### src/design/rvCfg.svh
`ifndef RV_CFG_SVH
`define RV_CFG_SVH

// Byte address width of the instruction and data ports.
`define AddrWidth 32

// Width of a register and of a memory word.
`define DataWidth 32

// Data memory depth in words.
`define MemWords 256

`endif

### src/design/RegFile.sv
`timescale 1ns/1ps
`include "rvCfg.svh"

module RegFile (
	input	logic					clk,
	input	logic					reset,
	input	logic	[4:0]			rs1,
	input	logic	[4:0]			rs2,
	input	logic	[4:0]			rd,
	input	logic					regWriteEnable,
	input	logic	[`DataWidth-1:0]	regWriteData,
	output	logic	[`DataWidth-1:0]	rsData1,
	output	logic	[`DataWidth-1:0]	rsData2
);

// x0 is cleared by reset like the others and then never written.
logic [`DataWidth-1:0] regs [0:31];

always_ff @(posedge clk)
begin
	if (reset)
	begin
		for (int idx = 0; idx < 32; idx++)
			regs[idx] <= '0;
	end
	else if (regWriteEnable && rd != '0)
		regs[rd] <= regWriteData;
end

assign rsData1 = regs[rs1];
assign rsData2 = regs[rs2];

// Both read ports see zero whenever they address x0.
assert property (@(posedge clk) disable iff (reset)
	(rs1 != '0 || rsData1 == '0) && (rs2 != '0 || rsData2 == '0));

endmodule

### config.mk
export PLATFORM = sky130hd
export DESIGN_NAME = RegFile
export DESIGN_NICKNAME = d
export VERILOG_FILES = /design/src/design/RegFile.sv
export VERILOG_INCLUDE_DIRS = /design/src /design/src/design
export SDC_FILE = /design/constraint.sdc
export NUM_CORES = 2
export LEC_CHECK = 0
export ABC_AREA = 1
export BUFFER_PORTS_ARGS = -buffer_cell sky130_fd_sc_hd__buf_2
export CAP_MARGIN = 10
export CORE_MARGIN = 3
export CORE_UTILIZATION = 50
export CTS_CLUSTER_DIAMETER = 60
export CTS_CLUSTER_SIZE = 25
export DETAILED_ROUTE_END_ITERATION = 8
export PLACE_DENSITY = 0.73
export SLEW_MARGIN = 20
export SYNTH_ARGS = -nofsm -noshare
export SYNTH_HDL_FRONTEND = slang
export SYNTH_SLANG_ARGS = --single-unit
### constraint.sdc
create_clock -name clk -period 3.3 [get_ports clk]
set_clock_uncertainty 0.1 [all_clocks]
set_input_delay 0.66 -clock clk [delete_from_list [all_inputs] [get_ports clk]]
set_output_delay 0.66 -clock clk [all_outputs]
set_load 0.05 [all_outputs]
After elaboration in Yosys (flattened, before gate mapping)
Memory sizes are Yosys's and may differ from the RTL's. Cells that the tools add are included.

Bits in registers: 0. Memories kept: 1. Input bits: 50. Logic and storage cells: 12. Bits in writable memories: 1024. Output and inout bits: 64.

Mux-type cells: 8. Reductions and logical operators: 3.

Memories: regs (depth 32, bits a word 32, rd ports 2, clocked after Yosys merged registers in 0, wr ports 32, RTL line RegFile.sv:17) `` logic [`DataWidth-1:0] regs [0:31]; ``.

Operators with widths (count): 32-bit two-way mux (1); 32-bit OR reduction (1); 1-bit two-way mux (6); 5-bit two-way mux (1); 5-bit nonzero test (1); 1-bit logical AND (1).

Depth between registers and ports, before layout
Depth after elaboration: 7. Depth in mapped cells: 12. Mapped depth without buffers: 9.

Worst setup path after synthesis
Ideal clock, no wire load.

Path type: input port to output port. Start point: input port rs1[0]. End point: output port rsData1[10]. Data arrival time: 1.927 ns. Cell stages on the path: 12. Required time: 2.540 ns. Path slack: 0.613 ns. Path through: buf_4 inv_4 buf_4 buf_6 nand2_1 nand3_1 nand3_1 nand2_1 nand2_1 nand2_1 nand2_1 nand2_1.

Cells in the longest elaborated chain, start to end: 1.

RTL lines: start: declaration (RTL line RegFile.sv:7) `input logic [4:0] rs1,`; memory 32 x 32 bit; end: declaration (RTL line RegFile.sv:12) `` output logic [`DataWidth-1:0] rsData1, ``.

No other way between the ends.

Final worst setup path
Start point: input port rs2[0]. End point: output port rsData2[17].

Cells in the longest elaborated chain, start to end: 1.

RTL lines: start: declaration (RTL line RegFile.sv:8) `input logic [4:0] rs2,`; memory 32 x 32 bit; end: declaration (RTL line RegFile.sv:13) `` output logic [`DataWidth-1:0] rsData2 ``.

No other way between the ends.

==> flow_results.org <==
** Run status
- Result of the run :: finished with violations
- Failing checks :: design-rule violations, negative setup slack

** Timing
- Setup repair after global routing could not meet its margin everywhere.
- Setup violations remaining at the end of the flow were counted as 1.
- Aggregate negative setup slack :: -0.01430 ns
- Relative slew slack :: 0.2690
- The tightest hold path in the finished design has a slack of 0.4598 ns.
- Number of slew-limit violations in the final report :: 0
- At the pin with the least slew margin, the transition time is 1.095 ns.
- Peak Freq :: 301.7 MHz
- Of the available clock period, the critical path in the final layout requires 1.004.
- The total count of hold-check failures in the final report is 0.
- Across all setup checks in the final design, the least slack found is -0.01430 ns.
- Tmin final :: 3.314 ns

** Critical path
- Worst Setup Path Type :: in -> out
- Chain of cells forming the critical path :: buf_8 -> buf_16 -> buf_16 -> nand2_1 -> nand3_1 -> nand3_1 -> nand2_1 -> nand2_1 -> nand2_1 -> nand2_1 -> nand2_1 -> buf_4
- The largest individual stage delay along the critical path comes from the cell sky130_fd_sc_hd__buf_16.
- The worst setup path is captured at a primary output.
- The number of buffers and inverters on the critical path is 4.
- The worst setup path is launched from an input port.
- Data on the critical path arrives at its endpoint at 2.55 ns.
- Cell mode on critical path :: sky130_fd_sc_hd__nand2_1
- Slowest stage delay, CP :: 0.28 ns
- Critical path fanouts, max :: 56
- At the worst endpoint, the required time is 2.54 ns.
- Broken down by cell family, the worst path's largest delay share belongs to buffers and inverters.

** Power and ir drop
- In this run the power density over the cells is 517.0 nW/um^2.
- Sw Ratio :: 0.3057
- The completed layout was analyzed and its total power is 33040 uW.
- The share of total power dissipated in the clock network is 0.376.
- The share of total power dissipated in sequential elements is 0.466.
- Internal power summed over all cells :: 22940 uW
- Combinational Power Share :: 0.158
- Leakage power :: 0.02727 uW
- Summed over all nets, the switching power comes to 10100 uW.
- VDD sags by at most 438.9 uV.

** Floorplanning
- Measured along the x axis, the die boundary spans 342.6 um.
- Area of the core :: 111600 um^2
- After floorplanning, the core was divided into 122 placement rows.
- Top-level port count :: 114
- The die covers 117300 um^2.
- From bottom edge to top edge, the die measures 342.6 um.
- The initial utilization of the core area, before any placement, comes to 0.5075.

** Global route
- The first global-routing pass estimated 316400 um of wire.
- For this run, the total global-route usage over all layers was measured as 0.3570.
- Global route overflow :: 0
- Initial antenna violation count :: 9
- Via count of the first global-routing pass :: 51750
- Largest net degree at the start of global routing :: 83

** Final layout
- Number of cells in the finished layout apart from fillers :: 8699
- Number of nets in the layout :: 7173
- Of the cells placed in the final design, the portion with a size suffix greater than 1 is 0.08965.
- Registers take 30750 um^2.
- Area occupied by multi-input gates :: 22730 um^2
- Most frequent standard cell in the layout excluding fill and tap cells :: sky130_fd_sc_hd__nand2_1
- The largest registers in the layout are regs (1024).
- The library cells used most frequently in the layout, excluding fill and tap cells, are 2909 x sky130_fd_sc_hd__nand2_1, 1537 x sky130_fd_sc_hd__nand3_1, 1024 x sky130_fd_sc_hd__edfxtp_1.
- The register with the most flip-flops in the layout has 1024 of them.
- Filler cell count in the final layout :: 9719
- regs holds more flip-flops than any other register.
- Area Growth Syn to Fin :: 12.82%

** Clock tree
- Clock-pin slew on the worst setup and hold paths :: 0.08 ns
- Counting the buffers created by CTS gives 96.
- Number of buffers added for setup after CTS :: 0
- Number of clock sinks seen by CTS :: 1024
- The cell sitting at the root of the clock tree is a sky130_fd_sc_hd__clkbuf_16.
- Maximum root-to-sink buffer count :: 3
- Hold repair after CTS inserted 0 buffers.
- Number of levels in the clock H-tree :: 3
- TritonCTS built the clock tree.
- Cells resized by post-CTS repair :: 0

** Yosys
- Number of instances in the synthesized netlist :: 7191
- Summing every instance area after synthesis gives 56630 um^2.
- Proportion of synthesized chip area in sequential cells :: 0.5429
- Syn avg cell area :: 7.876 um^2
- Number of warnings issued by yosys :: 0
- In this run, distinct cell masters in the synthesized netlist total 16.
- Flip-flop and latch count after synthesis :: 1024

** Route
- DRC :: 2
- Post-detailed-route count of antenna-violating nets :: 0
- First-pass DRT Iterations :: 9
- Vias per inst :: 6.272
- Post-DR wirelength/cell :: 24.73 um
- Total length of routed wires :: 215100 um
- The detailed router placed 54560 vias in this run.
- The detailed router finished its first iteration with 9204 violations.

** Placed design
- Input/output buffers :: 113
- At the end of routability-driven placement, the weighted congestion stood at 0.9428.
- The HPWL after detailed placement is 128100 um.
- Including well taps, the total number of placed cells is 8512.

** Run
- Max_cap viols :: 0

** Worst hold path
- Worst min path class :: in -> reg
## path summary, 6_finish.rpt
path / end / slack [ns] / from / cells past startpoint
setup / recovery: rsData2[17] / -0.01 / rs2[0] / 12
hold / removal: regs[15][7]$_SDFFCE_PN0P_ / 0.46 / regWriteData[7] / 4
## cell type report
type,count,share of cell area
diodes,5,0.0001958
clock inverters,78,0.01553
multi-input cells,5515,0.3557
well taps,1488,0.02914
inverters,54,0.004073
flip-flops and latches,1024,0.4812
clock buffers,103,0.03967
repair buffers,432,0.07451
## synthesized netlist by cell type
cell type	count	area (um^2)
sky130_fd_sc_hd__buf_1	30	112.6
sky130_fd_sc_hd__buf_2	340	1702
sky130_fd_sc_hd__buf_4	37	277.8
sky130_fd_sc_hd__buf_6	30	337.8
sky130_fd_sc_hd__clkbuf_1	192	720.7
sky130_fd_sc_hd__clkinv_1	1	3.750
sky130_fd_sc_hd__conb_1	1	3.750
sky130_fd_sc_hd__edfxtp_1	1024	30750
sky130_fd_sc_hd__inv_1	49	183.9
sky130_fd_sc_hd__inv_2	2	7.510
sky130_fd_sc_hd__inv_4	2	12.51
sky130_fd_sc_hd__nand2_1	2942	11040
sky130_fd_sc_hd__nand3_1	1537	7692
sky130_fd_sc_hd__nand4_1	4	25.02
sky130_fd_sc_hd__nor2_1	993	3727
sky130_fd_sc_hd__nor3_1	7	35.03
## worst min-delay path: cells and delay by family
kind	cells	cell delay [ns]
buf+inv	3	0.35
simple gates	1	0.14
## metrics by stage
stage            util  instance area [um^2]  worst slack (ns)
3_3_place_gp   0.5399                 60250           0.02919
6_report       0.5726                 63900          -0.01430
5_1_grt        0.5725                 63890          -0.03647
2_1_floorplan       -                 56750            0.6133
3_5_place_dp   0.5399                 60250           0.03139
4_1_cts        0.5716                 63780           0.02485
## power by group through the flow
stage	combinational (uW)	clock (uW)	sequential (uW)
5_1_grt	5480	12900	15500
4_1_cts	4990	12400	15400
6_report	5210	12400	15400
3_3_place_gp	4900	0	15600
2_1_floorplan	3050	0	15600
3_5_place_dp	4970	0	15700
## logic make-up (layout without fill, tap and decap cells)
kind of cell           after synthesis  after routing  synth area share
other                                1             37        0.00006621
DFF                               1024           1024            0.5429
buffers and inverters              683            667           0.05930
and+or+nand+nor                   5483           5483            0.3977
## layer usage
metal / share of wire / wire, um / global-route usage / vias up
met4: 0.061 / 13160 / 0.1970 / 4
li1: - / - / - / 23510
met2: 0.43 / 91860 / 0.5311 / 4901
met1: 0.34 / 73900 / 0.4663 / 25220
met3: 0.17 / 36180 / 0.1090 / 924
met5: 0.000093 / 20 / 0 / -
Power figures use the tool's default switching activity.
