### src/design/rvCfg.svh
`ifndef RV_CFG_SVH
`define RV_CFG_SVH

// Byte address width of the instruction and data ports.
`define AddrWidth 32

// Width of a register and of a memory word.
`define DataWidth 32

// Data memory depth in words.
`define MemWords 256

`endif

### src/design/rvPkg.sv
package rvPkg;

// Instruction class, chosen by the decoder and consumed by the controller.
typedef enum logic [2:0]
{
	Idle,
	RegWrite,
	MemReadRegWrite,
	MemWrite,
	PCSelectWrite,
	PCWrite,
	LuiRegWrite
} stateT;

// The ten arithmetic operations followed by the six branch tests.
typedef enum logic [3:0]
{
	AluAdd,
	AluSub,
	AluSll,
	AluSlt,
	AluSltu,
	AluXor,
	AluSrl,
	AluSra,
	AluOr,
	AluAnd,
	AluEq,
	AluNe,
	AluLt,
	AluGe,
	AluLtu,
	AluGeu
} aluOpT;

// One instruction word seen through each RV32I format.
typedef union packed
{
	struct packed
	{
		logic	[6:0]	funct7;
		logic	[4:0]	rs2;
		logic	[4:0]	rs1;
		logic	[2:0]	func3;
		logic	[4:0]	rd;
		logic	[6:0]	opcode;
	} r;
	struct packed
	{
		logic	[11:0]	imm;
		logic	[4:0]	rs1;
		logic	[2:0]	func3;
		logic	[4:0]	rd;
		logic	[6:0]	opcode;
	} i;
	struct packed
	{
		logic	[6:0]	immHi;
		logic	[4:0]	rs2;
		logic	[4:0]	rs1;
		logic	[2:0]	func3;
		logic	[4:0]	immLo;
		logic	[6:0]	opcode;
	} s;
	struct packed
	{
		logic			imm12;
		logic	[5:0]	imm10to5;
		logic	[4:0]	rs2;
		logic	[4:0]	rs1;
		logic	[2:0]	func3;
		logic	[3:0]	imm4to1;
		logic			imm11;
		logic	[6:0]	opcode;
	} b;
	struct packed
	{
		logic	[19:0]	imm;
		logic	[4:0]	rd;
		logic	[6:0]	opcode;
	} u;
	struct packed
	{
		logic			imm20;
		logic	[9:0]	imm10to1;
		logic			imm11;
		logic	[7:0]	imm19to12;
		logic	[4:0]	rd;
		logic	[6:0]	opcode;
	} j;
} instrU;

endpackage

### src/design/Decoder.sv
`timescale 1ns/1ps
`include "rvCfg.svh"

module Decoder (
	input	logic	[`DataWidth-1:0]	instr,
	output	rvPkg::stateT			state,
	output	rvPkg::aluOpT			aluOp,
	output	logic					useImm,
	output	logic	[`DataWidth-1:0]	imm,
	output	logic	[2:0]			func3,
	output	logic	[4:0]			rs1,
	output	logic	[4:0]			rs2,
	output	logic	[4:0]			rd
);

import rvPkg::*;

localparam logic [6:0] OpReg = 7'b0110011;
localparam logic [6:0] OpImm = 7'b0010011;
localparam logic [6:0] OpLui = 7'b0110111;
localparam logic [6:0] OpLoad = 7'b0000011;
localparam logic [6:0] OpStore = 7'b0100011;
localparam logic [6:0] OpBranch = 7'b1100011;
localparam logic [6:0] OpJal = 7'b1101111;
localparam logic [6:0] OpJalr = 7'b1100111;

instrU word;
logic [`DataWidth-1:0] iImm;
logic [`DataWidth-1:0] sImm;
logic [`DataWidth-1:0] bImm;
logic [`DataWidth-1:0] uImm;
logic [`DataWidth-1:0] jImm;

// Bit 30 picks sub over add and sra over srl.
function automatic aluOpT arithOp(input logic [2:0] f3, input logic alt);
	case (f3)
		3'b000: return alt ? AluSub : AluAdd;
		3'b001: return AluSll;
		3'b010: return AluSlt;
		3'b011: return AluSltu;
		3'b100: return AluXor;
		3'b101: return alt ? AluSra : AluSrl;
		3'b110: return AluOr;
		default: return AluAnd;
	endcase
endfunction

assign word = instr;
assign func3 = word.r.func3;
assign rs1 = word.r.rs1;
assign rs2 = word.r.rs2;
assign rd = word.r.rd;

// ####################################################################
// Immediates, sign extended from each format.
assign iImm = {{(`DataWidth-12){word.i.imm[11]}}, word.i.imm};
assign sImm = {{(`DataWidth-12){word.s.immHi[6]}}, word.s.immHi, word.s.immLo};
assign bImm = {{(`DataWidth-13){word.b.imm12}}, word.b.imm12, word.b.imm11,
	word.b.imm10to5, word.b.imm4to1, 1'b0};
assign uImm = {word.u.imm, 12'b0};
assign jImm = {{(`DataWidth-21){word.j.imm20}}, word.j.imm20, word.j.imm19to12,
	word.j.imm11, word.j.imm10to1, 1'b0};

// ####################################################################
always_comb
begin
	state = Idle;
	aluOp = AluAdd;
	useImm = 1'b0;
	imm = '0;
	case (word.r.opcode)
		OpReg:
		begin
			state = RegWrite;
			aluOp = arithOp(word.r.func3, word.r.funct7[5]);
		end
		OpImm:
		begin
			state = RegWrite;
			aluOp = arithOp(word.i.func3, word.i.func3 == 3'b101 && word.i.imm[10]);
			useImm = 1'b1;
			imm = iImm;
		end
		OpLui:
		begin
			state = LuiRegWrite;
			imm = uImm;
		end
		OpLoad:
		begin
			state = MemReadRegWrite;
			useImm = 1'b1;
			imm = iImm;
		end
		OpStore:
		begin
			state = MemWrite;
			useImm = 1'b1;
			imm = sImm;
		end
		OpBranch:
		begin
			state = PCSelectWrite;
			imm = bImm;
			case (word.b.func3)
				3'b000: aluOp = AluEq;
				3'b001: aluOp = AluNe;
				3'b100: aluOp = AluLt;
				3'b101: aluOp = AluGe;
				3'b110: aluOp = AluLtu;
				3'b111: aluOp = AluGeu;
				default: state = Idle;
			endcase
		end
		OpJal:
		begin
			state = PCWrite;
			useImm = 1'b1;
			imm = jImm;
		end
		OpJalr:
		begin
			state = PCWrite;
			useImm = 1'b1;
			imm = iImm;
		end
		default:
			state = Idle;
	endcase
end

endmodule

### config.mk
export PLATFORM = sky130hd
export DESIGN_NAME = Decoder
export DESIGN_NICKNAME = d
export VERILOG_FILES = /design/src/design/rvPkg.sv /design/src/design/Decoder.sv
export VERILOG_INCLUDE_DIRS = /design/src /design/src/design
export SDC_FILE = /design/constraint.sdc
export NUM_CORES = 1
export LEC_CHECK = 0
export BUFFER_PORTS_ARGS = -buffer_cell sky130_fd_sc_hd__clkbuf_2
export CAP_MARGIN = 20
export CORE_ASPECT_RATIO = 1.75
export CORE_MARGIN = 10
export CORE_UTILIZATION = 33
export DETAILED_ROUTE_END_ITERATION = 7
export PLACE_DENSITY = 0.78
export SETUP_SLACK_MARGIN = 0.02
export SYNTH_ARGS = -nofsm -noshare
export SYNTH_HDL_FRONTEND = slang
export SYNTH_SLANG_ARGS = --single-unit
### constraint.sdc
create_clock -name vclk -period 1
set_input_delay 0.05 -clock vclk [all_inputs]
set_output_delay 0.05 -clock vclk [all_outputs]
set_load 0.1 [all_outputs]
==> metrics.yaml, run 1 <==
stop_stage: "detailed placement"
synth_top_area_cell: "buf_4"
syn-num-nets: 149
syn_area_per_cell_sq_um: 6.83
synthTopCellsByArea: "buf_4, a21o_1, nor2b_1"
tool.error: "[ERROR DPL-0038] Utilization greater than 100%, impossible to legalize"
die_x_um: 57.2
io_buffers: 90
syn_area_sq_um: 800
post_synth_num_cell_types: 39
io_pins: 90
start_util_pct: 34.7
seq_area_frac_synth_pct: 0
status: "stopped before the end"
yosysWarnings: 0
gp_congestion: 0.920
rows: 23
chipHeight_um: 85.1
synthCells: 117
synth_top_area_share_pct: 20.7
[Yosys cell counts, drive strengths merged, types with 2 or more instances]
cell type / count
buf: 25
o22ai: 3
a21boi: 2
nor2b: 7
inv: 3
nand2: 10
nand3: 6
o21ai: 8
nand2b: 3
a22o: 4
a21oi: 2
nand4: 2
nor3: 2
nor2: 5
a21o: 19
[cells by family after synthesis]
logic type	count (synthesis)	synth area share [%]
AO/OA/AOI/OAI	44	40.5
AND/OR/NAND/NOR	43	32.4
buffers and inverters	29	25.2
multiplexers	1	1.88
[metrics by stage]
stage             area [sq um]  setup TNS (ns)  instances  hold slack (ns)  worst slack, ns
global placement          2500          -10.51        242            0.391           -0.331
floorplan                 1180          -11.04        117            0.284           -0.464
==> run 2, diff against run 1 <==
CORE_AREA = 10 10 71 73   (was not set)
CORE_ASPECT_RATIO = not set   (was 1.75)
CORE_MARGIN = not set   (was 10)
CORE_UTILIZATION = not set   (was 33)
DIE_AREA = 0 0 81 83   (was not set)
PLACE_DENSITY = not set   (was 0.78)
PLACE_DENSITY_LB_ADDON = 0.15   (was not set)
SETUP_SLACK_MARGIN = not set   (was 0.02)
clock period = 1.3 ns   (was 1 ns; I/O delays follow)
==> run 2 against run 1 <==
The flow now finishes, with violations (setup timing). Synthesized area unchanged. Synthesized cell count unchanged.
==> metrics.yaml, run 2 <==
status: "finished with violations"
violations: "setup timing"
hold_class: "primary input to primary output"
finalHoldViolations: 0
area_growth_pct: 227
powerDensity_nw_per_um2: 350
fin_crit_ns: 1.40
io_buffers: 90  # unchanged
drv_slew: 0
drt_first_pass_iters: 4
die_x_um: 81  # +42%
setup_viol: 30
vias: 1248
crit_path_end_kind: "primary output"
fmax_mhz: 713
antenna_found_initial: 0
max_slew_margin_pct: 63.4
crit_fanout: 6
final_area_sq_um: 2620
crit_path_start_kind: "primary input"
synth_top_area_cell: "buf_4"
start_util_pct: 22.0  # -13 points
dpl_cell_area_sq_um: 2250
viasPerCell: 4.71
dp_slack_ns: -0.251
nClkBuffers: 0
hold_start: "instr[25]"
grt-ovfl-total: 0
maxCapViolCount: 0
die-area_sq_um: 6720
drt_iter0_drc: 10
rows: 22  # -4.3%
leakagePower_nw: 1.20
ir_drop_mv: 0.247
route.detailed.drc: 0
synthCells: 117  # unchanged
syn-num-nets: 149  # unchanged
routed_wl_mm: 4.45
required_ns: 1.24
crit_path_start: "instr[6]"
rsz0062_at_grt: "yes"
layout_setup_ws_ns: -0.103
synth_top_area_share_pct: 20.7  # unchanged
ctsHoldBuffers: 0
nNetsFinal: 251
yosysWarnings: 0  # unchanged
fin_setup_tns_ns: -1.59
synthTopCellsByArea: "buf_4, a21o_1, nor2b_1"
n_antenna_cell: 0
core_area_sq_um: 3630
power_w: 0.000915
syn_area_per_cell_sq_um: 6.83  # unchanged
dp_hpwl_mm: 3.64
grt_usage_pct: 12.2
flops_and_latches: 0
seq_area_frac_synth_pct: 0  # unchanged
ant_nets: 0
layout_common_cells: "clkbuf_2, buf_12, buf_4"
path_class: "primary input to primary output"
gp_congestion: 0.834  # -9.4%
io_pins: 90  # unchanged
synth_common_cells: "buf_4, a21o_1, nand2_1"
crit_arrival_ns: 1.34
grt_first_pass_wirelength_mm: 7.06
drive_gt1_share_pct: 88.0
timing.final.crit_share_pct: 108
worst_pin_slew_ns: 0.552
wl_per_cell_um: 16.8
ff_latch_area_sq_um: 0
grt_pass1_vias: 1412
chipHeight_um: 83  # -2.5%
post_synth_num_cell_types: 39  # unchanged
yosysMostFrequentCell: "buf_4"
syn_area_sq_um: 800  # unchanged
grt_max_degree: 12
-- run 2: final cells by class --
| type | instances | area [sq um] |
|---|---|---|
| inverters | 3 | 11.3 |
| fillers | 254 | 1020 |
| multi-input cells | 88 | 1070 |
| well taps | 48 | 60.1 |
| repair buffers | 126 | 1470 |
-- run 2: metal layers --
| metal | part of all wire [%] | global-route usage [%] | up-vias |
|---|---|---|---|
| met2 | 49 | 21.4 | 69 |
| met1 | 38 | 13.9 | 562 |
| met3 | 12 | 4.96 | 2 |
| met5 | 0 | 0 | - |
| met4 | 0.52 | 0.626 | 0 |
| li1 | - | - | 615 |
-- run 2: critical path, cell delays in order --
cell and delay [ns]:
clkbuf_8 0.12, nand2b_4 0.11, nand4_1 0.17, buf_4 0.20, o22ai_4 0.21, clkbuf_16 0.20
a21o_4 0.10, buf_12 0.16
-- run 2: repair_timing --
action | CTS | global route
setup buffers | 8 | 4
setup endpoints to repair | 36 | 38
gates resized for setup | 34 | 12
cloned | 0 | 1
pin swaps | 14 | 8
-- run 2: power by group --
| group | internal, W | switching [W] |
|---|---|---|
| combinational | 0.000303 | 0.000612 |
| sequential | 0 | 0 |
| clock | 0 | 0 |
-- run 2: through the flow --
step                      utilization [%]  hold WS [ns]  cells
final                                72.0         0.507    265
after floorplan                         -         0.314    117
after global routing                 72.0         0.516    265
after detailed placement             61.9         0.501    253
after global placement               61.9         0.502    253
after CTS                            68.9         0.507    260
-- run 2: final timing paths --
check	endpoint	slack, ns	cells after the start
max	imm[20]	-0.10	8
min	imm[25]	0.51	3
-- run 2: cell families (layout without fill, tap and decap cells) --
logic type,Yosys count,in the layout,share of synthesized area [%]
multiplexers,1,1,1.88
AO/OA/AOI/OAI,44,44,40.5
buffers and inverters,29,129,25.2
AND/OR/NAND/NOR,43,43,32.4
Note: power is estimated with default switching activity, not from simulation.
