==> src/design/rvCfg.svh <==
`ifndef RV_CFG_SVH
`define RV_CFG_SVH

// Byte address width of the instruction and data ports.
`define AddrWidth 32

// Width of a register and of a memory word.
`define DataWidth 32

// Data memory depth in words.
`define MemWords 256

`endif

==> src/design/rvPkg.sv <==
package rvPkg;

// Instruction class, chosen by the decoder and consumed by the controller.
typedef enum logic [2:0]
{
	Idle,
	RegWrite,
	MemReadRegWrite,
	MemWrite,
	PCSelectWrite,
	PCWrite,
	LuiRegWrite
} stateT;

// The ten arithmetic operations followed by the six branch tests.
typedef enum logic [3:0]
{
	AluAdd,
	AluSub,
	AluSll,
	AluSlt,
	AluSltu,
	AluXor,
	AluSrl,
	AluSra,
	AluOr,
	AluAnd,
	AluEq,
	AluNe,
	AluLt,
	AluGe,
	AluLtu,
	AluGeu
} aluOpT;

// One instruction word seen through each RV32I format.
typedef union packed
{
	struct packed
	{
		logic	[6:0]	funct7;
		logic	[4:0]	rs2;
		logic	[4:0]	rs1;
		logic	[2:0]	func3;
		logic	[4:0]	rd;
		logic	[6:0]	opcode;
	} r;
	struct packed
	{
		logic	[11:0]	imm;
		logic	[4:0]	rs1;
		logic	[2:0]	func3;
		logic	[4:0]	rd;
		logic	[6:0]	opcode;
	} i;
	struct packed
	{
		logic	[6:0]	immHi;
		logic	[4:0]	rs2;
		logic	[4:0]	rs1;
		logic	[2:0]	func3;
		logic	[4:0]	immLo;
		logic	[6:0]	opcode;
	} s;
	struct packed
	{
		logic			imm12;
		logic	[5:0]	imm10to5;
		logic	[4:0]	rs2;
		logic	[4:0]	rs1;
		logic	[2:0]	func3;
		logic	[3:0]	imm4to1;
		logic			imm11;
		logic	[6:0]	opcode;
	} b;
	struct packed
	{
		logic	[19:0]	imm;
		logic	[4:0]	rd;
		logic	[6:0]	opcode;
	} u;
	struct packed
	{
		logic			imm20;
		logic	[9:0]	imm10to1;
		logic			imm11;
		logic	[7:0]	imm19to12;
		logic	[4:0]	rd;
		logic	[6:0]	opcode;
	} j;
} instrU;

endpackage

==> src/design/Alu.sv <==
`timescale 1ns/1ps
`include "rvCfg.svh"

module Alu (
	input	rvPkg::aluOpT			aluOp,
	input	logic	[`DataWidth-1:0]	a,
	input	logic	[`DataWidth-1:0]	b,
	output	logic	[`DataWidth-1:0]	aluO
);

import rvPkg::*;

localparam int ShiftWidth = $clog2(`DataWidth);

logic [ShiftWidth-1:0] shamt;
logic signed [`DataWidth-1:0] aSigned;
logic signed [`DataWidth-1:0] bSigned;

assign shamt = b[ShiftWidth-1:0];
assign aSigned = a;
assign bSigned = b;

always_comb
begin
	aluO = '0;
	case (aluOp)
		AluAdd: aluO = a + b;
		AluSub: aluO = a - b;
		AluSll: aluO = a << shamt;
		AluSlt: aluO[0] = aSigned < bSigned;
		AluSltu: aluO[0] = a < b;
		AluXor: aluO = a ^ b;
		AluSrl: aluO = a >> shamt;
		AluSra: aluO = aSigned >>> shamt;
		AluOr: aluO = a | b;
		AluAnd: aluO = a & b;
		// Branch tests leave a single flag in bit 0.
		AluEq: aluO[0] = a == b;
		AluNe: aluO[0] = a != b;
		AluLt: aluO[0] = aSigned < bSigned;
		AluGe: aluO[0] = aSigned >= bSigned;
		AluLtu: aluO[0] = a < b;
		AluGeu: aluO[0] = a >= b;
		default: aluO = '0;
	endcase
end

endmodule

==> config.mk <==
export PLATFORM = sky130hd
export DESIGN_NAME = Alu
export DESIGN_NICKNAME = d
export VERILOG_FILES = /design/src/design/rvPkg.sv /design/src/design/Alu.sv
export VERILOG_INCLUDE_DIRS = /design/src /design/src/design
export SDC_FILE = /design/constraint.sdc
export NUM_CORES = 1
export LEC_CHECK = 0
export BUFFER_PORTS_ARGS = -buffer_cell sky130_fd_sc_hd__buf_2
export CELL_PAD_IN_SITES_DETAIL_PLACEMENT = 0
export CELL_PAD_IN_SITES_GLOBAL_PLACEMENT = 1
export CORE_MARGIN = 2
export CORE_UTILIZATION = 45
export DETAILED_ROUTE_END_ITERATION = 10
export GPL_ROUTABILITY_DRIVEN = 1
export PLACE_DENSITY_LB_ADDON = 0.1
export SETUP_SLACK_MARGIN = 0.02
export SYNTH_ARGS = -nofsm -noshare
export SYNTH_HDL_FRONTEND = slang
export SYNTH_SLANG_ARGS = --single-unit
==> constraint.sdc <==
create_clock -name vclk -period 4.8
set_input_delay 0.24 -clock vclk [all_inputs]
set_output_delay 0.24 -clock vclk [all_outputs]
set_load 0.02 [all_outputs]
# Word-level counts from Yosys, hierarchy flattened
# Cells that the tools add are included.
# W data, S select, Z words.
[word_totals] ff_bits=0 output_inout_bits=32 wordCells=34
[op_classes] add_sub_neg=2 order_cmp=4 n_eq_ne=17 shift=3 mux=2 bitwise=3 n_reduce_logical=3
[op_table] op="$pmux W31 S8" n=1
[op_table] op="$ge A32 B32 Y1" n=2
[op_table] op="$lt A32 B32 Y1" n=2
[op_table] op="$add A32 B32 Y32" n=1
[op_table] op="$and A32 B32 Y32" n=1
[op_table] op="$eq A32 B32 Y1" n=1
[op_table] op="$eq A4 B4 Y1 const B" n=8
[op_table] op="$ne A32 B32 Y1" n=1
[op_table] op="$or A32 B32 Y32" n=1
[op_table] op="$shl A32 B5 Y32" n=1
[op_table] op="$shr A32 B5 Y32" n=1
[op_table] op="$sshr A32 B5 Y32" n=1
[op_table] op="$sub A32 B32 Y32" n=1
[op_table] op="$xor A32 B32 Y32" n=1
[op_table] op="$eq A4 B3 Y1 const B" n=4
[op_table] op="$pmux W1 S14" n=1
[op_table] op="$eq A4 B2 Y1 const B" n=2
[op_table] op="$eq A4 B1 Y1 const B" n=1
[op_table] op="$logic_not A4 Y1" n=1
[op_table] op="$reduce_or A2 Y1" n=2

# Longest topological paths before layout
# Gate-level depths: netlist of the first run.
[depth] ltp_word=3 ltp_mapped=16

# Least setup slack after synthesis of the first run
# No wires, ideal clock.
[synth_path] kind="input port to output port" from="input port b[3]" to="output port aluO[28]" arrival_ns=3.971 required_ns=4.560 setup_slack_ns=0.589 stages=16 path_buffers=5 path_cell_list="clkbuf_1 > inv_1 > clkbuf_1 > clkbuf_1 > buf_1 > ha_1 > buf_2 > nor3b_1 > nor3_1 > o31a_1 > o311ai_4 > a31oi_2 > o41ai_2 > a311oi_1 > xnor2_1 > o21ai_0"
[synth_via] elab_chain_cells=2 elab_cells_between_ends=6 cone_classes="add/sub (2); shift (3); mux (1)"
[synth_rtl] element="from (decl)" line_no="Alu.sv:7" text="input logic [`DataWidth-1:0] b,"
[synth_rtl] element="$sub A32 B32 Y32, or another cell as far along" line_no="Alu.sv:28" text="AluSub: aluO = a - b;"
[synth_rtl] element="$pmux W31 S8 *" line_no="Alu.sv:26" text="case (aluOp)"
[synth_rtl] element="to (decl)" line_no="Alu.sv:8" text="output logic [`DataWidth-1:0] aluO"
# Mark *: on every way between the ends. The rest lies on a longest branch, timed or not.

# Worst setup path after layout of the first run
[layout_path] from="input port b[0]" to="output port aluO[0]"
[layout_via] elab_chain_cells=2 elab_cells_between_ends=15 cone_classes="add/sub (2); order compare (4); eq/ne (2); shift (3); mux (1); bitwise (3)"
[layout_rtl] element="$sub A32 B32 Y32, or another cell as far along" line_no="Alu.sv:28"
[layout_rtl] element="$pmux W1 S14 *" line_no="Alu.sv:26"
# Marks and branches as above.

==> qor.yml, run 1 <==
avgSynthCellArea_um2: 6.610
postCtsHoldBufs: 0
design.die.area_um2: 20340
worstSetupEndpoint: "aluO[0]"
synth_cells: 1308
path_max_fanout: 63
drcViolationCount: 0
yosysWarnings: 0
first_iter_violations: 1265
setup_viol_count_final: 0
fmax_ghz: 0.2482
sequential_cell_total: 0
drt-met1-wl_um: 17200
core_um2: 18770
wl_met3_um: 5148
cap_violations: 0
rsz0062_at_grt: "no"
cp-end-kind: "output pin"
num_vias: 10730
routed_via_density: 6.876
status: "completed"
synth.distinct_cells: 75
initial_utilization: 0.4607
critPathKind: "in2out"
hold_viol_final: 0
grt_overflow_total: 0
nets: 1495
fp-row-count: 50
cp-start-kind: "input pin"
synthesis.nets: 1478
grt_pass1_wl_um: 59600
area_growth_pct: 6.310
fin_crit_sh: 0.8395
yosys.area.top_type: "ha_1"
die_w_um: 142.6
slew_violations: 0
first_global_vias: 9578
routed_wl_um: 40300
synth.area.top_cells: "ha_1, o21ai_0, mux4_2"
drive_above_1_share: 0.1406
die_height_um: 142.6
antenna_found_initial: 5
cts_resized: 0
nClkBuffers: 0
grt_max_degree: 67
ant_nets: 0
cts_setup_buffers: 0
syn-cell-area_um2: 8646
worstPathRequired_ps: 4560
startpoint: "b[0]"
port_buffers: 100
seq_area_frac_synth: 0
relSlewSlack: 0.2929
wl_met2_um: 16880
track_usage: 0.3841
hp-class: "in2out"
min_period_ps: 4030
dp_hpwl_um: 31930
dr.max_layer_used: "met5"
critPathArrivalTime_ps: 3790
seqCellArea_um2: 0
drt-wirelength-per-cell_um: 25.83
place.gp.congestion: 1.021
fill_cells: 2068
tightestPinTransition_ps: 1050
ios: 100
synth_top_area_frac: 0.1447
firstDrtPassIters: 8
fin_tns_setup_ps: 0
Yosys cell counts (8+ instances only):
cell / n
nand2_1: 107
o21bai_1: 14
a22oi_1: 14
nor2b_1: 12
nor4_1: 14
a211oi_1: 32
a221oi_1: 14
o21a_1: 9
ha_1: 100
nand3_1: 35
inv_1: 100
nand4_1: 8
o211ai_1: 18
a21o_1: 17
a222oi_1: 8
a21oi_1: 105
a31oi_1: 10
mux4_2: 29
mux2i_1: 51
mux2_2: 13
o21ai_0: 142
a211o_1: 14
o31ai_1: 10
nor3_1: 31
and3_1: 11
xnor2_1: 24
nand2b_1: 10
clkbuf_1: 72
o221ai_1: 9
nor2_1: 142
buf_1: 13
buf_2: 19
metrics by stage:
| stage | instance area [um2] | hold slack, ps | instances | util | worst slack, ps |
|---|---|---|---|---|---|
| finish | 9191 | 1158 | 1560 | 0.4897 | 770.2 |
| detailed placement | 9184 | 1135 | 1557 | 0.4893 | 920.6 |
| global route | 9189 | 1165 | 1559 | 0.4896 | 620.3 |
| CTS | 9184 | 1136 | 1557 | 0.4893 | 915.0 |
| global placement | 9184 | 1152 | 1557 | 0.4893 | 955.8 |
| floorplan | 8646 | 774.4 | 1308 | - | 589.4 |
final cells by class:
type,count,area [um2],area share
multi-input combinational,1098,7834,0.8523
timing repair buffer,122,670.6,0.07296
inverter,103,386.6,0.04206
tap,234,292.8,0.03185
antenna,3,7.507,0.0008168
cells in the final DEF, fill, tap and decap left out, types with 17 or more instances in the layout:
| cell type | count |
|---|---|
| nor2_1 | 142 |
| nand3_1 | 35 |
| ha_1 | 100 |
| nand2_1 | 107 |
| inv_1 | 100 |
| o211ai_1 | 18 |
| buf_2 | 98 |
| a21oi_1 | 105 |
| a21o_1 | 17 |
| xnor2_1 | 24 |
| buf_4 | 24 |
| mux4_2 | 29 |
| a211oi_1 | 32 |
| o21ai_0 | 142 |
| mux2i_1 | 51 |
| nor3_1 | 29 |
cell families (layout without fill, tap and decap cells):
kind of cell,after synthesis,in the layout,share of synthesized area
compound gates,482,482,0.3695
simple gates,397,397,0.2100
buf+inv,210,225,0.09537
fa+ha+maj,102,102,0.1493
mux,93,93,0.1515
xor+xnor,24,24,0.02431
other cells,0,3,0
critical path: stages:
cell and delay, ps:
buf_4 290, buf_4 670, inv_1 250, ha_1 380, nor4_1 390, nand3_1 160
nor2_1 220, xnor2_1 100, nand3_1 90, o221ai_1 110, a311oi_1 320, o221ai_1 290
buf_2 240
how the worst min path moves through the flow:
stage / startpoint / end / depth (start not counted)
global placement: aluOp[3] / aluO[4] / 5
finish: aluOp[3] / aluO[4] / 5
detailed placement: aluOp[3] / aluO[4] / 5
CTS: aluOp[3] / aluO[4] / 5
floorplan: aluOp[1] / aluO[4] / 3
global route: aluOp[3] / aluO[4] / 5
per-layer routing:
metal | track usage | vias to the layer above
met5 | 0 | -
met4 | 0.08911 | 4
li1 | - | 4878
met2 | 0.5529 | 655
met1 | 0.5604 | 5119
met3 | 0.1120 | 71
==> run 2: changes to the inputs <==
==> constraint.sdc (replaced) <==
create_clock -name vclk -period 4.05
set_input_delay 0.2025 -clock vclk [all_inputs]
set_output_delay 0.2025 -clock vclk [all_outputs]
set_load 0.02 [all_outputs]
==> run 2 against run 1 <==
- utilization increased by 0.96 points
- routed wire length is 1.4% higher
- die area did not move
- via count grew 2.1%
- cell area is 2.0% higher
- critical path depth rose by 2
- non-clock buffer count grew 21
- setup slack worse by 520 ps
- worst hold slack worse by 22 ps
- first-iteration DRC count up 17%
- final cell count grew 1.3%
- global-route usage is 0.61 points higher
- critical path type unchanged
- critical endpoint is now aluO[30]
==> qor.yml, run 2 (same netlist as run 1, synthesis figures left out) <==
status: "completed"  # unchanged
first_global_vias: 9971  # was 9578
multi_input_comb_area_um2: 7834  # unchanged
die_height_um: 142.6  # unchanged
first_iter_violations: 1482  # was 1265
rsz0062_at_grt: "no"  # unchanged
fin_tns_setup_ps: 0  # unchanged
ios: 100  # unchanged
postCtsHoldBufs: 0  # unchanged
cts_setup_buffers: 0  # unchanged
fill_cells: 1968  # was 2068
cp_num_buf_inv: 4  # unchanged
tightestPinTransition_ps: 1064  # was 1050 ps
fmax_ghz: 0.2634
area_growth_pct: 8.394  # was 6.310%
antenna_found_initial: 3  # was 5
path_max_fanout: 5  # was 63
routed_via_density: 6.934  # was 6.876
hold_viol_final: 0  # unchanged
grt_max_degree: 85  # was 67
fin_crit_sh: 0.9375
track_usage: 0.3903  # was 0.3841
cp-end-kind: "output pin"  # unchanged
critPathKind: "in2out"  # unchanged
die_w_um: 142.6  # unchanged
core_um2: 18770  # unchanged
drcViolationCount: 0  # unchanged
path_cells: "buf_2 -> inv_1 -> ha_1 -> inv_1 -> fa_1 -> nor3b_1 -> nor3_1 -> o31a_1 -> o311ai_4 -> a31oi_2 -> o41ai_2 -> a311oi_1 -> mux2_2 -> o311ai_1 -> buf_2"  # was buf_4 -> buf_4 -> inv_1 -> ha_1 -> nor4_1 -> nand3_1 -> nor2_1 -> xnor2_1 -> nand3_1 -> o221ai_1 -> a311oi_1 -> o221ai_1 -> buf_2
num_vias: 10960  # was 10730
seqCellArea_um2: 0  # unchanged
worstPathRequired_ps: 3850  # was 4560 ps
design.die.area_um2: 20340  # unchanged
critical-path-top-delay-family: "compound AO/OA/AOI/OAI gates"  # was buffers and inverters
cts_resized: 0  # unchanged
initial_utilization: 0.4607  # unchanged
min_period_ps: 3797
dp_hpwl_um: 32390  # was 31930 um
drive_above_1_share: 0.1540  # was 0.1406
cp-start-kind: "input pin"  # unchanged
setup_viol_count_final: 0  # unchanged
routed_wl_um: 40870  # was 40300 um
grt_overflow_total: 0  # unchanged
layout_common_cells: "nor2_1, o21ai_0, nand2_1"  # unchanged
critPathArrivalTime_ps: 3590  # was 3790 ps
critical-path-slowest-cell: "a311oi_1"  # was buf_4
fp-row-count: 50  # unchanged
crit_path_max_incr_delay_ps: 520  # was 670 ps
place.gp.congestion: 1.043  # was 1.021
hold_slack_ps: 1135  # was 1158 ps
slew_violations: 0  # unchanged
relSlewSlack: 0.2878  # was 0.2929
ant_nets: 0  # unchanged
firstDrtPassIters: 8  # unchanged
drt-wirelength-per-cell_um: 25.86  # was 25.83 um
cap_violations: 0  # unchanged
hp-class: "in2out"  # unchanged
sequential_cell_total: 0  # unchanged
port_buffers: 100  # unchanged
grt_pass1_wl_um: 60900  # was 59600 um
nets: 1516  # was 1495
nClkBuffers: 0  # unchanged
layout_commonest_cell: "nor2_1"
[run 2: final cells by class]
type                            instances  share of cell area
Antenna cell                            2           0.0005340
Inverter                              103             0.04126
Multi-Input combinational cell       1098              0.8359
Tap cell                              234             0.03124
Timing Repair Buffer                  143             0.09105
[run 2: routing by layer]
layer,vias to the layer above,global-route usage,part of all wire
met3,101,0.09155,0.12
met1,5225,0.5733,0.43
li1,4929,-,-
met4,2,0.1209,0.035
met2,698,0.5587,0.41
met5,-,0,0.00032
[run 2: final timing paths]
check,cells past startpoint,endpoint,start
worst max-delay path,15,aluO[30],a[0]
worst min-delay path,7,aluO[3],b[3]
[run 2: metrics by stage]
stage	worst slack (ps)	instance area (um2)	util	std cells
finish	252.9	9371	0.4993	1580
global route	154.8	9366	0.4991	1578
CTS	315.1	9366	0.4991	1578
detailed placement	310.1	9366	0.4991	1578
global placement	391.8	9366	0.4991	1578
floorplan	64.94	8646	-	1308
